File: src/hdl/cu_pkg.sv
package cu_pkg;

    typedef logic [0:15] word_t;      // Bit 0 is the most significant
    typedef logic [2:0]  reg_addr_t;

    // Instruction fields, numbered like the instruction word
    typedef logic [0:3] cls_t;
    typedef logic [0:2] subop_t;
    typedef logic [0:1] mod_t;
    typedef logic [0:2] rfield_t;

    localparam reg_addr_t REG_RA = 3'd0;
    localparam reg_addr_t REG_RB = 3'd1;
    localparam reg_addr_t REG_RC = 3'd2;
    localparam reg_addr_t REG_IS = 3'd3;
    localparam reg_addr_t REG_XA = 3'd4;
    localparam reg_addr_t REG_XB = 3'd5;
    localparam reg_addr_t REG_BA = 3'd6;
    localparam reg_addr_t REG_BB = 3'd7;

    typedef enum logic [3:0] {
        ALU_ADC  = 4'd0,
        ALU_SBB1 = 4'd1,    // a - b - carry
        ALU_SBB2 = 4'd2,    // b - a - carry
        ALU_NOT  = 4'd3,
        ALU_AND  = 4'd4,
        ALU_OR   = 4'd5,
        ALU_XOR  = 4'd6,
        ALU_SHL  = 4'd7,
        ALU_SHR  = 4'd8,
        ALU_SAR  = 4'd9
    } alu_op_e;

    typedef enum logic [4:0] {
        st_reset,
        st_fetch0, st_fetch1, st_fetch2,
        st_decode,
        st_addr_sum0, st_addr_sum1, st_addr_sum2,
        st_addr_reg,
        st_src_reg,
        st_src_mem0, st_src_mem1, st_src_mem2,
        st_dst_reg,
        st_dst_mem0, st_dst_mem1, st_dst_mem2,
        st_exec_1op, st_exec_2op,
        st_store_reg,
        st_store_mem0, st_store_mem1,
        st_inc_cp0, st_inc_cp1,
        st_jmp
    } state_t;

    localparam cls_t CLS_XFER        = 4'b0000;    // JMP is sub-op 101
    localparam cls_t CLS_1OP         = 4'b0001;
    localparam cls_t CLS_2OP_NOSTORE = 4'b0100;
    localparam cls_t CLS_2OP_STORE   = 4'b0101;

    localparam subop_t SUBOP_JMP = 3'b101;

    localparam mod_t MOD_INDIRECT = 2'b00;
    localparam mod_t MOD_REG      = 2'b11;

    localparam int FLAG_CARRY = 0;

endpackage
File: src/hdl/cpu_control.sv
`timescale 1ns/1ps

module cpu_control (
    input  logic              clk,
    input  logic              rst,
    input  cu_pkg::word_t     ri,
    input  cu_pkg::word_t     ind,
    output logic              alu_oe,
    output logic              alu_carry,
    output cu_pkg::alu_op_e   alu_op,
    output logic              ram_oe,
    output logic              ram_we,
    output cu_pkg::reg_addr_t regs_addr,
    output logic              regs_oe,
    output logic              regs_we,
    output logic              cp_oe,
    output logic              cp_we,
    output logic              ind_sel,
    output logic              ind_oe,
    output logic              ind_we,
    output logic              am_oe,
    output logic              am_we,
    output logic              t1_oe,
    output logic              t1_we,
    output logic              t2_oe,
    output logic              t2_we,
    output logic              ri_we
);

    cu_pkg::state_t  src_route;
    cu_pkg::state_t  dst_route;
    cu_pkg::state_t  exec_route;
    cu_pkg::state_t  store_route;
    cu_pkg::state_t  addr_route;
    cu_pkg::state_t  state;
    logic            dir;
    logic            dir_q;
    cu_pkg::rfield_t rg;
    cu_pkg::rfield_t rm;
    cu_pkg::subop_t  subop;

    instr_decoder decoder0 (
        .ri          (ri),
        .src_route   (src_route),
        .dst_route   (dst_route),
        .exec_route  (exec_route),
        .store_route (store_route),
        .addr_route  (addr_route),
        .dir         (dir),
        .rg          (rg),
        .rm          (rm),
        .subop       (subop)
    );

    uc_sequencer sequencer0 (
        .clk         (clk),
        .rst         (rst),
        .src_route   (src_route),
        .dst_route   (dst_route),
        .exec_route  (exec_route),
        .store_route (store_route),
        .addr_route  (addr_route),
        .dir         (dir),
        .state       (state),
        .dir_q       (dir_q)
    );

    uc_strobes strobes0 (
        .state     (state),
        .dir_q     (dir_q),
        .rg        (rg),
        .rm        (rm),
        .subop     (subop),
        .ind       (ind),
        .alu_oe    (alu_oe),
        .alu_carry (alu_carry),
        .alu_op    (alu_op),
        .ram_oe    (ram_oe),
        .ram_we    (ram_we),
        .regs_addr (regs_addr),
        .regs_oe   (regs_oe),
        .regs_we   (regs_we),
        .cp_oe     (cp_oe),
        .cp_we     (cp_we),
        .ind_sel   (ind_sel),
        .ind_oe    (ind_oe),
        .ind_we    (ind_we),
        .am_oe     (am_oe),
        .am_we     (am_we),
        .t1_oe     (t1_oe),
        .t1_we     (t1_we),
        .t2_oe     (t2_oe),
        .t2_we     (t2_we),
        .ri_we     (ri_we)
    );

endmodule

File: src/hdl/uc_strobes.sv
`timescale 1ns/1ps

module uc_strobes (
    input  cu_pkg::state_t    state,
    input  logic              dir_q,
    input  cu_pkg::rfield_t   rg,
    input  cu_pkg::rfield_t   rm,
    input  cu_pkg::subop_t    subop,
    input  cu_pkg::word_t     ind,
    output logic              alu_oe,
    output logic              alu_carry,
    output cu_pkg::alu_op_e   alu_op,
    output logic              ram_oe,
    output logic              ram_we,
    output cu_pkg::reg_addr_t regs_addr,
    output logic              regs_oe,
    output logic              regs_we,
    output logic              cp_oe,
    output logic              cp_we,
    output logic              ind_sel,   // 1 takes the flags from the ALU
    output logic              ind_oe,
    output logic              ind_we,
    output logic              am_oe,
    output logic              am_we,
    output logic              t1_oe,
    output logic              t1_we,
    output logic              t2_oe,
    output logic              t2_we,
    output logic              ri_we
);

    logic carry_in;

    assign carry_in = ind[cu_pkg::FLAG_CARRY];

    always_comb begin
        alu_oe    = 1'b0;
        alu_carry = 1'b0;
        alu_op    = cu_pkg::ALU_ADC;
        ram_oe    = 1'b0;
        ram_we    = 1'b0;
        regs_addr = cu_pkg::REG_RA;
        regs_oe   = 1'b0;
        regs_we   = 1'b0;
        cp_oe     = 1'b0;
        cp_we     = 1'b0;
        ind_sel   = 1'b0;
        ind_oe    = 1'b0;
        ind_we    = 1'b0;
        am_oe     = 1'b0;
        am_we     = 1'b0;
        t1_oe     = 1'b0;
        t1_we     = 1'b0;
        t2_oe     = 1'b0;
        t2_we     = 1'b0;
        ri_we     = 1'b0;

        case (state)
            ////////////////////////////////////////////////////////////
            // Fetch and address
            ////////////////////////////////////////////////////////////
            cu_pkg::st_fetch0: begin  // AM <- CP
                cp_oe = 1'b1;
                am_we = 1'b1;
            end
            cu_pkg::st_fetch1: am_oe = 1'b1;
            cu_pkg::st_fetch2: begin  // RI <- RAM
                ram_oe = 1'b1;
                ri_we  = 1'b1;
            end
            cu_pkg::st_addr_sum0: begin
                regs_addr = rm[1] ? cu_pkg::REG_BB : cu_pkg::REG_BA;
                regs_oe   = 1'b1;
                t1_we     = 1'b1;
            end
            cu_pkg::st_addr_sum1: begin
                regs_addr = rm[2] ? cu_pkg::REG_XB : cu_pkg::REG_XA;
                regs_oe   = 1'b1;
                t2_we     = 1'b1;
            end
            cu_pkg::st_addr_sum2: begin  // Base + index, plain add
                t1_oe  = 1'b1;
                t2_oe  = 1'b1;
                alu_oe = 1'b1;
                t2_we  = dir_q;
                t1_we  = !dir_q;
            end
            cu_pkg::st_addr_reg: begin
                regs_addr = {1'b1, rm[1:2]};  // XA, XB, BA or BB
                regs_oe   = 1'b1;
                t2_we     = dir_q;
                t1_we     = !dir_q;
            end

            ////////////////////////////////////////////////////////////
            // Operand loads
            ////////////////////////////////////////////////////////////
            cu_pkg::st_src_reg: begin
                regs_addr = dir_q ? rm : rg;
                regs_oe   = 1'b1;
                t2_we     = 1'b1;
            end
            cu_pkg::st_src_mem0: begin  // AM <- T2
                t2_oe  = 1'b1;
                alu_op = cu_pkg::ALU_OR;
                alu_oe = 1'b1;
                am_we  = 1'b1;
            end
            cu_pkg::st_src_mem1: am_oe = 1'b1;
            cu_pkg::st_src_mem2: begin
                ram_oe = 1'b1;
                t2_we  = 1'b1;
            end
            cu_pkg::st_dst_reg: begin
                regs_addr = dir_q ? rg : rm;
                regs_oe   = 1'b1;
                t1_we     = 1'b1;
            end
            cu_pkg::st_dst_mem0: begin  // AM <- T1
                t1_oe  = 1'b1;
                alu_op = cu_pkg::ALU_OR;
                alu_oe = 1'b1;
                am_we  = 1'b1;
            end
            cu_pkg::st_dst_mem1: am_oe = 1'b1;
            cu_pkg::st_dst_mem2: begin
                ram_oe = 1'b1;
                t1_we  = 1'b1;
            end

            ////////////////////////////////////////////////////////////
            // Execute
            ////////////////////////////////////////////////////////////
            cu_pkg::st_exec_1op: begin  // T1 <- op T1, flags updated
                t1_oe   = 1'b1;
                alu_oe  = 1'b1;
                t1_we   = 1'b1;
                ind_sel = 1'b1;
                ind_we  = 1'b1;
                case (subop)
                    3'b000: alu_carry = 1'b1;  // INC
                    3'b001: begin              // DEC
                        alu_op    = cu_pkg::ALU_SBB1;
                        alu_carry = 1'b1;
                    end
                    3'b010: alu_op = cu_pkg::ALU_SBB2;  // NEG, 0 - T1
                    3'b011: alu_op = cu_pkg::ALU_NOT;
                    3'b100: alu_op = cu_pkg::ALU_SHL;
                    3'b101: alu_op = cu_pkg::ALU_SHR;
                    3'b110: alu_op = cu_pkg::ALU_SAR;
                    default: alu_op = cu_pkg::ALU_ADC;
                endcase
            end
            cu_pkg::st_exec_2op: begin  // T1 <- T1 op T2, flags updated
                t1_oe   = 1'b1;
                t2_oe   = 1'b1;
                alu_oe  = 1'b1;
                t1_we   = 1'b1;
                ind_sel = 1'b1;
                ind_we  = 1'b1;
                case (subop)
                    3'b001: alu_carry = carry_in;      // ADC
                    3'b010: alu_op = cu_pkg::ALU_SBB1; // SUB/CMP
                    3'b011: begin                      // SBB
                        alu_op    = cu_pkg::ALU_SBB1;
                        alu_carry = carry_in;
                    end
                    3'b100: alu_op = cu_pkg::ALU_AND;  // AND/TEST
                    3'b101: alu_op = cu_pkg::ALU_OR;
                    3'b110: alu_op = cu_pkg::ALU_XOR;
                    default: alu_op = cu_pkg::ALU_ADC; // ADD
                endcase
            end

            ////////////////////////////////////////////////////////////
            // Store, CP update
            ////////////////////////////////////////////////////////////
            cu_pkg::st_store_reg: begin
                t1_oe     = 1'b1;
                alu_op    = cu_pkg::ALU_OR;
                alu_oe    = 1'b1;
                regs_addr = dir_q ? rg : rm;
                regs_we   = 1'b1;
            end
            cu_pkg::st_store_mem0: begin  // M[AM] <- T1
                t1_oe  = 1'b1;
                alu_op = cu_pkg::ALU_OR;
                alu_oe = 1'b1;
                am_oe  = 1'b1;
                ram_we = 1'b1;
            end
            cu_pkg::st_inc_cp0: begin
                cp_oe = 1'b1;
                t1_we = 1'b1;
            end
            cu_pkg::st_inc_cp1: begin  // CP <- T1 + 1
                t1_oe     = 1'b1;
                alu_carry = 1'b1;
                alu_oe    = 1'b1;
                cp_we     = 1'b1;
            end
            cu_pkg::st_jmp: begin  // CP <- T1
                t1_oe  = 1'b1;
                alu_op = cu_pkg::ALU_OR;
                alu_oe = 1'b1;
                cp_we  = 1'b1;
            end
            default: ;  // Reset, decode and store_mem1 drive nothing
        endcase
    end

endmodule

File: src/hdl/uc_sequencer.sv
`timescale 1ns/1ps

module uc_sequencer (
    input  logic           clk,
    input  logic           rst,
    input  cu_pkg::state_t src_route,
    input  cu_pkg::state_t dst_route,
    input  cu_pkg::state_t exec_route,
    input  cu_pkg::state_t store_route,
    input  cu_pkg::state_t addr_route,
    input  logic           dir,
    output cu_pkg::state_t state,
    output logic           dir_q
);

    cu_pkg::state_t state_next;
    cu_pkg::state_t src_q;
    cu_pkg::state_t dst_q;
    cu_pkg::state_t exec_q;
    cu_pkg::state_t store_q;

    ////////////////////////////////////////////////////////////
    // State and routine registers
    ////////////////////////////////////////////////////////////

    always_ff @(posedge clk) begin
        if (!rst) begin
            state   <= cu_pkg::st_reset;
            src_q   <= cu_pkg::st_inc_cp0;
            dst_q   <= cu_pkg::st_inc_cp0;
            exec_q  <= cu_pkg::st_inc_cp0;
            store_q <= cu_pkg::st_inc_cp0;
            dir_q   <= 1'b0;
        end else begin
            state <= state_next;
            if (state == cu_pkg::st_decode) begin  // Routes only valid while RI is decoded
                src_q   <= src_route;
                dst_q   <= dst_route;
                exec_q  <= exec_route;
                store_q <= store_route;
                dir_q   <= dir;
            end
        end
    end

    ////////////////////////////////////////////////////////////
    // Next state
    ////////////////////////////////////////////////////////////

    // Without a source, src_q already points at the destination load
    always_comb begin
        state_next = cu_pkg::st_reset;
        case (state)
            cu_pkg::st_reset:      state_next = cu_pkg::st_fetch0;
            cu_pkg::st_fetch0:     state_next = cu_pkg::st_fetch1;
            cu_pkg::st_fetch1:     state_next = cu_pkg::st_fetch2;
            cu_pkg::st_fetch2:     state_next = cu_pkg::st_decode;
            cu_pkg::st_decode:     state_next = addr_route;  // Not latched yet, take it live
            cu_pkg::st_addr_sum0:  state_next = cu_pkg::st_addr_sum1;
            cu_pkg::st_addr_sum1:  state_next = cu_pkg::st_addr_sum2;
            cu_pkg::st_addr_sum2:  state_next = src_q;
            cu_pkg::st_addr_reg:   state_next = src_q;
            cu_pkg::st_src_reg:    state_next = dst_q;
            cu_pkg::st_src_mem0:   state_next = cu_pkg::st_src_mem1;
            cu_pkg::st_src_mem1:   state_next = cu_pkg::st_src_mem2;
            cu_pkg::st_src_mem2:   state_next = dst_q;
            cu_pkg::st_dst_reg:    state_next = exec_q;
            cu_pkg::st_dst_mem0:   state_next = cu_pkg::st_dst_mem1;
            cu_pkg::st_dst_mem1:   state_next = cu_pkg::st_dst_mem2;
            cu_pkg::st_dst_mem2:   state_next = exec_q;
            cu_pkg::st_exec_1op:   state_next = store_q;
            cu_pkg::st_exec_2op:   state_next = store_q;
            cu_pkg::st_store_reg:  state_next = cu_pkg::st_inc_cp0;
            cu_pkg::st_store_mem0: state_next = cu_pkg::st_store_mem1;
            cu_pkg::st_store_mem1: state_next = cu_pkg::st_inc_cp0;
            cu_pkg::st_inc_cp0:    state_next = cu_pkg::st_inc_cp1;
            cu_pkg::st_inc_cp1:    state_next = cu_pkg::st_fetch0;
            cu_pkg::st_jmp:        state_next = cu_pkg::st_fetch0;  // CP already loaded
            default:               state_next = cu_pkg::st_reset;
        endcase
    end

endmodule

File: src/hdl/instr_decoder.sv
`timescale 1ns/1ps

module instr_decoder (
    input  cu_pkg::word_t   ri,
    output cu_pkg::state_t  src_route,
    output cu_pkg::state_t  dst_route,
    output cu_pkg::state_t  exec_route,
    output cu_pkg::state_t  store_route,
    output cu_pkg::state_t  addr_route,
    output logic            dir,
    output cu_pkg::rfield_t rg,
    output cu_pkg::rfield_t rm,
    output cu_pkg::subop_t  subop
);

    cu_pkg::cls_t cls;
    cu_pkg::mod_t mod;
    logic         d;
    logic         mod_ok;   // Only indirect and register modes are kept
    logic         is_jmp;
    logic         known;    // Instruction has a routine of its own

    assign cls   = ri[0:3];
    assign subop = ri[4:6];
    assign d     = ri[7];
    assign mod   = ri[8:9];
    assign rg    = ri[10:12];
    assign rm    = ri[13:15];

    assign mod_ok = (mod == cu_pkg::MOD_INDIRECT) || (mod == cu_pkg::MOD_REG);
    assign is_jmp = (cls == cu_pkg::CLS_XFER) && (subop == cu_pkg::SUBOP_JMP);

    always_comb begin
        src_route   = cu_pkg::st_inc_cp0;
        dst_route   = cu_pkg::st_inc_cp0;
        exec_route  = cu_pkg::st_inc_cp0;
        store_route = cu_pkg::st_inc_cp0;
        addr_route  = cu_pkg::st_inc_cp0;
        dir         = 1'b0;
        known       = 1'b0;

        if (mod_ok) begin
            if (cls == cu_pkg::CLS_1OP || is_jmp) begin
                known     = 1'b1;
                dst_route = (mod == cu_pkg::MOD_REG) ? cu_pkg::st_dst_reg
                                                     : cu_pkg::st_dst_mem0;
                src_route = dst_route;  // No source, skip straight to destination
                if (is_jmp) begin
                    exec_route = cu_pkg::st_jmp;
                end else begin
                    exec_route  = cu_pkg::st_exec_1op;
                    store_route = (mod == cu_pkg::MOD_REG) ? cu_pkg::st_store_reg
                                                           : cu_pkg::st_store_mem0;
                end
            end else if (cls == cu_pkg::CLS_2OP_STORE || cls == cu_pkg::CLS_2OP_NOSTORE) begin
                known      = 1'b1;
                dir        = d;
                exec_route = cu_pkg::st_exec_2op;
                if (mod == cu_pkg::MOD_REG) begin
                    src_route = cu_pkg::st_src_reg;
                    dst_route = cu_pkg::st_dst_reg;
                end else if (d) begin   // REG <- REG op [mem]
                    src_route = cu_pkg::st_src_mem0;
                    dst_route = cu_pkg::st_dst_reg;
                end else begin          // [mem] <- [mem] op REG
                    src_route = cu_pkg::st_src_reg;
                    dst_route = cu_pkg::st_dst_mem0;
                end
                if (cls == cu_pkg::CLS_2OP_STORE) begin
                    store_route = (dst_route == cu_pkg::st_dst_reg) ? cu_pkg::st_store_reg
                                                                    : cu_pkg::st_store_mem0;
                end
            end
        end

        // Address routine first for indirect mode
        if (known) begin
            if (mod == cu_pkg::MOD_INDIRECT) begin
                addr_route = rm[0] ? cu_pkg::st_addr_sum0 : cu_pkg::st_addr_reg;
            end else begin
                addr_route = src_route;
            end
        end
    end

endmodule

File: config.mk
export PLATFORM = sky130hd
export DESIGN_NAME = cpu_control
export DESIGN_NICKNAME = d
export VERILOG_FILES = /design/src/hdl/cu_pkg.sv /design/src/hdl/cpu_control.sv /design/src/hdl/uc_strobes.sv /design/src/hdl/uc_sequencer.sv /design/src/hdl/instr_decoder.sv
export SDC_FILE = /design/constraint.sdc
export NUM_CORES = 1
export LEC_CHECK = 0
export BUFFER_PORTS_ARGS = -buffer_cell sky130_fd_sc_hd__clkbuf_2
export CAP_MARGIN = 5
export CORE_UTILIZATION = 51
export DETAILED_ROUTE_END_ITERATION = 8
export HOLD_SLACK_MARGIN = 0.1
export PLACE_DENSITY = 0.79
export SLEW_MARGIN = 10
export SYNTH_ARGS = -nofsm -noshare
export SYNTH_HDL_FRONTEND = slang
export SYNTH_SLANG_ARGS = --single-unit
File: constraint.sdc
create_clock -name clk -period 3.9 [get_ports clk]
set_input_delay 0.195 -clock clk [delete_from_list [all_inputs] [get_ports clk]]
set_output_delay 0.195 -clock clk [all_outputs]
set_load 0.1 [all_outputs]
---- After elaboration in Yosys (flattened, before gate mapping) ----
Cells that the tools add are included.
word-level totals
  bits in registers ....................... 26
  input port bits ......................... 34
  output and inout port bits .............. 25
operators by class
  equality and inequality tests ........... 35
  muxes and demuxes ....................... 61
  reductions and logical operators ........ 31
operators by type and width
  cell                                                 number
  two-way mux 5 bit                                    20
  one-hot mux 5 bit (18 select lines)                  1
  equality test 5 x 4 -> 1 bit, second input constant  9
  equality test 5 bit, second input constant           9
  one-hot mux 4 bit (6 select lines)                   1
  two-way mux 1 bit                                    23
  OR reduction 2 bit                                   11
  equality test 5 x 3 -> 1 bit, second input constant  4
  two-way mux 3 bit                                    5
  one-hot mux 3 bit (5 select lines)                   1
  OR reduction 3 bit                                   5
  one-hot mux 3 bit (4 select lines)                   1
  one-hot mux 4 bit (3 select lines)                   1
  equality test 5 x 2 -> 1 bit, second input constant  2
  OR reduction 5 bit                                   2
  equality test 3 bit, second input constant           3
  OR reduction 9 bit                                   1
  equality test 4 x 3 -> 1 bit, second input constant  2
  two-way mux 4 bit                                    2
  OR reduction 8 bit                                   1
  equality test 3 x 2 -> 1 bit, second input constant  2
  two-way mux 2 bit                                    3
  OR reduction 6 bit                                   1
  equality test 5 x 1 -> 1 bit, second input constant  1
  13 further kinds                                     16

---- Logic depth before layout (Yosys ltp) ----
  depth in word-level cells ............... 11
  mapped depth ............................ 7
  gate-level depth less buffers ........... 7

---- Cells and area by module ----
From an unflattened synthesis, not the netlist that was laid out.
unflattened totals
  cell total of the unflattened synthesis .. 373
  area, all modules ....................... 2738.9 sq um
modules (own cells, without submodules)
  module         times used  cells each  area each (sq um)
  uc_sequencer   1           192         1560.2
  uc_strobes     1           125         809.5
  instr_decoder  1           56          369.1

---- Least setup slack after synthesis ----
No wires, ideal clock.
  path type ............................... register -> output
  from .................................... register sequencer0.state[0]
  to ...................................... output alu_op[0]
  arrival ................................. 3568 ps
  required time ........................... 3705 ps
  slack ................................... 137 ps
  cell stages (with the launch flop) ...... 8
  path buffers ............................ 3
  cell sequence ........................... dfxtp_1 clkbuf_1 buf_2 buf_2 nand2_1 nor2_1 nor2_1 o21ai_0
on the way
  cells in the longest elaborated chain, start to end .. 3
  elaborated cells on any way between the ends .. 9
RTL lines
  item                                                                 RTL line            RTL
  start: declaration                                                   uc_sequencer.sv:12  output cu_pkg::state_t state,
  start signal: assignment                                             uc_sequencer.sv:28  state <= cu_pkg::st_reset;
  start signal: assignment                                             uc_sequencer.sv:35  state <= state_next;
  equality test 5 x 4 -> 1 bit or equality test 5 bit (tied branches)  uc_strobes.sv:58    case (state)
  OR reduction 5 bit (no line)                                         n/a
  one-hot mux 4 bit (3 select lines) (*)                               uc_strobes.sv:58
  end: declaration                                                     cpu_control.sv:10   output cu_pkg::alu_op_e alu_op,
Mark *: on every way between the ends. The rest lies on a longest branch, timed or not.

---- Final worst setup path ----
  from .................................... register sequencer0.state[2]
  to ...................................... output regs_addr[2]
on the way
  cells in the longest elaborated chain, start to end .. 3
  elaborated cells on any way between the ends .. 8
RTL lines
  item                                                                 RTL line           RTL
  equality test 5 x 4 -> 1 bit or equality test 5 bit (tied branches)  uc_strobes.sv:58
  OR reduction 2 bit (no line)                                         n/a
  one-hot mux 3 bit (5 select lines) (*)                               uc_strobes.sv:58
  end: declaration                                                     cpu_control.sv:13  output cu_pkg::reg_addr_t regs_addr,
Marks and branches as above.

==> summary.md <==
| Metric | Value |
|---|---|
| Status | finished clean |
| Slew Limit Fails | 0 |
| RePlAce Congestion | 0.842 |
| Finished Core Util | 0.595 |
| Endpoint type of the worst setup path | output port |
| DR iter-0 viols | 383 |
| Worst-path fanout max | 27 |
| Final worst slack | 1.04 ns |
| GRT overflow | 0 |
| Layout Nets | 352 |
| Pre-CTS WS | 1.34 ns |
| Fraction of layout cells with a size suffix above 1 | 0.203 |
| Post-route setup TNS | 0 ns |
| CTS Hold Buffers Added | 0 |
| Worst-skew pair later-pin latency | 0.25 ns |
| Fin. Hold Viols | 0 |
| Max clock buf depth | 2 |
| Vias in the first global route | 1779 |
| Via count | 2188 |
| Static Leak | 0.911 nW |
| Worst vdd ir | 0.000251 V |
| Drt pass-1 iters | 5 |
| Initial core utilization | 0.531 |
| Post-CTS Setup Inserts | 0 |
| Root Buffer | clkbuf_8 |
| PwrDens | 657 nW/um^2 |
| Worst-path clk slew | 0.07 ns |
| Post-CTS sizing | 0 |
| # setup viols final | 0 |
| # rows | 22 |
| Tmin final | 2.86 ns |
| Period Utilization, post-route | 0.735 |
| Register area | 380 um^2 |
| Post-synth EDFFs | 0 |
| Part of the Yosys area used for sequential elements | 0.196 |
| Design Area, Final | 2180 um^2 |
| Synth Cell Area | 1940 um^2 |
| YS warnings | 0 |
| Hpwl dp | 3710 um |
| WS Path Type | register to output port |
| Post-synth ARST share | 0 |
| Synth cell types | 62 |
| Antenna Diode Count | 0 |
| Clock Skews | 0.00335 ns |
| Height of the chip | 63.7 um |
| Slew HR | 0.459 |
| CP Data Required Time | 3.70 ns |
| # clock sinks | 19 |
| DRT Wirelength | 5030 um |
| Fmax | 0.349 GHz |
| WL per Instance | 13.9 um |
| Largest net degree at the start of global routing | 40 |
| Area growth syn-to-layout | 12.2% |
| H-tree depth | 1 |
| Ys flop type | dfxtp_1 |
| Core area | 3660 um^2 |
| Worst setup SP type | register |
| # DRC | 0 |
| Antenna violations before repair | 0 |
| I/O pins | 59 |
| Drt via density | 6.03 |
| Multi-input logic area | 1420 um^2 |
| DIE WIDTH | 63.7 um |
| Avg Cell Area, Syn | 6.75 um^2 |
| RSZ-0062 raised after global routing | no |
| GRT Util Overall | 0.257 |
| Final antenna-violating net count | 0 |
| CTS buffer count | 3 |
| I/O Buffers | 42 |
| DP Area | 2130 um^2 |
| Slew at the pin closest to its max-slew limit | 0.811 ns |
| Die area | 4060 um^2 |
| Critical Path AT | 2.67 ns |
| HP Class | primary input to register |
| # fillers | 368 |
| Max cap viols | 0 |
| CTS tree | built |
| First-pass GRT wire length | 8340 um |
| Post-layout power | 1.43 mW |
| Yosys reg bits | 19 |
| Cells after Synth | 288 |
| Post-Syn Nets | 324 |
## cells in the final DEF (no fill, tap or decap), types with 2 or more instances in the layout
cell type / count
nor2_1: 30
o21bai_1: 2
clkbuf_2: 42
inv_1: 5
o211ai_1: 4
nor3b_1: 5
o21ai_0: 27
or2_2: 4
a21boi_0: 6
buf_4: 6
and4bb_2: 2
clkbuf_8: 3
a32oi_1: 2
and3_1: 2
or3b_2: 2
a221oi_1: 4
nand2_1: 33
nand3_1: 8
nor2b_1: 14
dfxtp_1: 19
and3b_1: 2
a22oi_1: 5
a21oi_1: 19
nor3_1: 5
ha_1: 2
o22ai_1: 5
and2_1: 5
a31oi_1: 3
nand2b_1: 11
o21a_1: 4
a21o_1: 3
nand4_1: 2
## through the flow
stage,hold slack (ns),std cells
floorplan,0.334,288
global placement,0.450,359
detailed placement,0.454,359
CTS,0.272,363
global route,0.289,363
finish,0.269,363
## cells by family (layout without fill, tap and decap cells)
logic type | Yosys count | in the layout | synth area share
AND/OR/NAND/NOR | 135 | 135 | 0.372
AO/OA/AOI/OAI | 98 | 98 | 0.330
buffers and inverters | 30 | 57 | 0.0734
flip-flops | 19 | 19 | 0.196
adder cells (fa/ha/maj) | 2 | 2 | 0.0129
XOR/XNOR | 2 | 2 | 0.00902
other | 1 | 1 | 0.00193
multiplexers | 1 | 1 | 0.00515
## critical path: stages (launching register included)
cell	delay [ns]
dfxtp_1	0.85
and4bb_2	0.34
o21a_1	0.26
a221oi_1	0.26
a21oi_1	0.06
or2_2	0.28
clkbuf_2	0.37
## where the power goes
group          switching [mW]  total (mW)  internal, mW
clock                  0.0610       0.134        0.0726
sequential             0.0811       0.295         0.214
combinational           0.745        1.00         0.259
## sequential cells by signal (all words and copies together) (netlist names)
name and count:
sequencer0.dir_q 1, sequencer0.dst_q 2, sequencer0.exec_q 4, sequencer0.src_q 4
sequencer0.state 5, sequencer0.store_q 3
## cells in the mapped netlist (all sizes together), types with 2 or more instances
library cell,count,share of area
nand2,33,0.064
nor2,31,0.064
o21ai,27,0.070
a21oi,19,0.049
dfxtp,19,0.20
buf,17,0.048
nor2b,14,0.045
nand2b,11,0.035
clkbuf,8,0.015
nand3,8,0.021
a21boi,6,0.023
and2,6,0.019
or2,6,0.021
a22oi,5,0.019
inv,5,0.0097
nor3,5,0.013
nor3b,5,0.019
o22ai,5,0.016
a221oi,4,0.018
o211ai,4,0.015
o21a,4,0.015
a21o,3,0.012
a31oi,3,0.0097
a32oi,2,0.0090
and3,2,0.0064
and3b,2,0.0090
and4bb,2,0.013
ha,2,0.013
nand4,2,0.0064
o21bai,2,0.0077
or3b,2,0.0090
## cell type report
type                    count  share of cell area
multi-input cells         239               0.652
inverters                   5             0.00861
flip-flops and latches     19               0.175
well taps                  48              0.0276
repair buffers             48               0.117
clock buffers               4              0.0207
## path summary, 6_finish.rpt
kind,from,to,slack [ns],cells after the start
min reg2reg,sequencer0.src_q[0],sequencer0.src_q[0],0.46,2
max reg2reg,sequencer0.state[1],sequencer0.state[0],1.52,6
min,ri[8],sequencer0.dir_q,0.27,3
max,sequencer0.state[2],regs_addr[2],1.04,6
## routing by layer
metal / GRT usage / vias up / part of all wire
li1: - / 1095 / -
met1: 0.362 / 1012 / 0.47
met2: 0.414 / 77 / 0.46
met3: 0.0217 / 4 / 0.059
met4: 0.0682 / 0 / 0.0084
met5: 0 / - / 0
(Power assumes the default switching activity.)
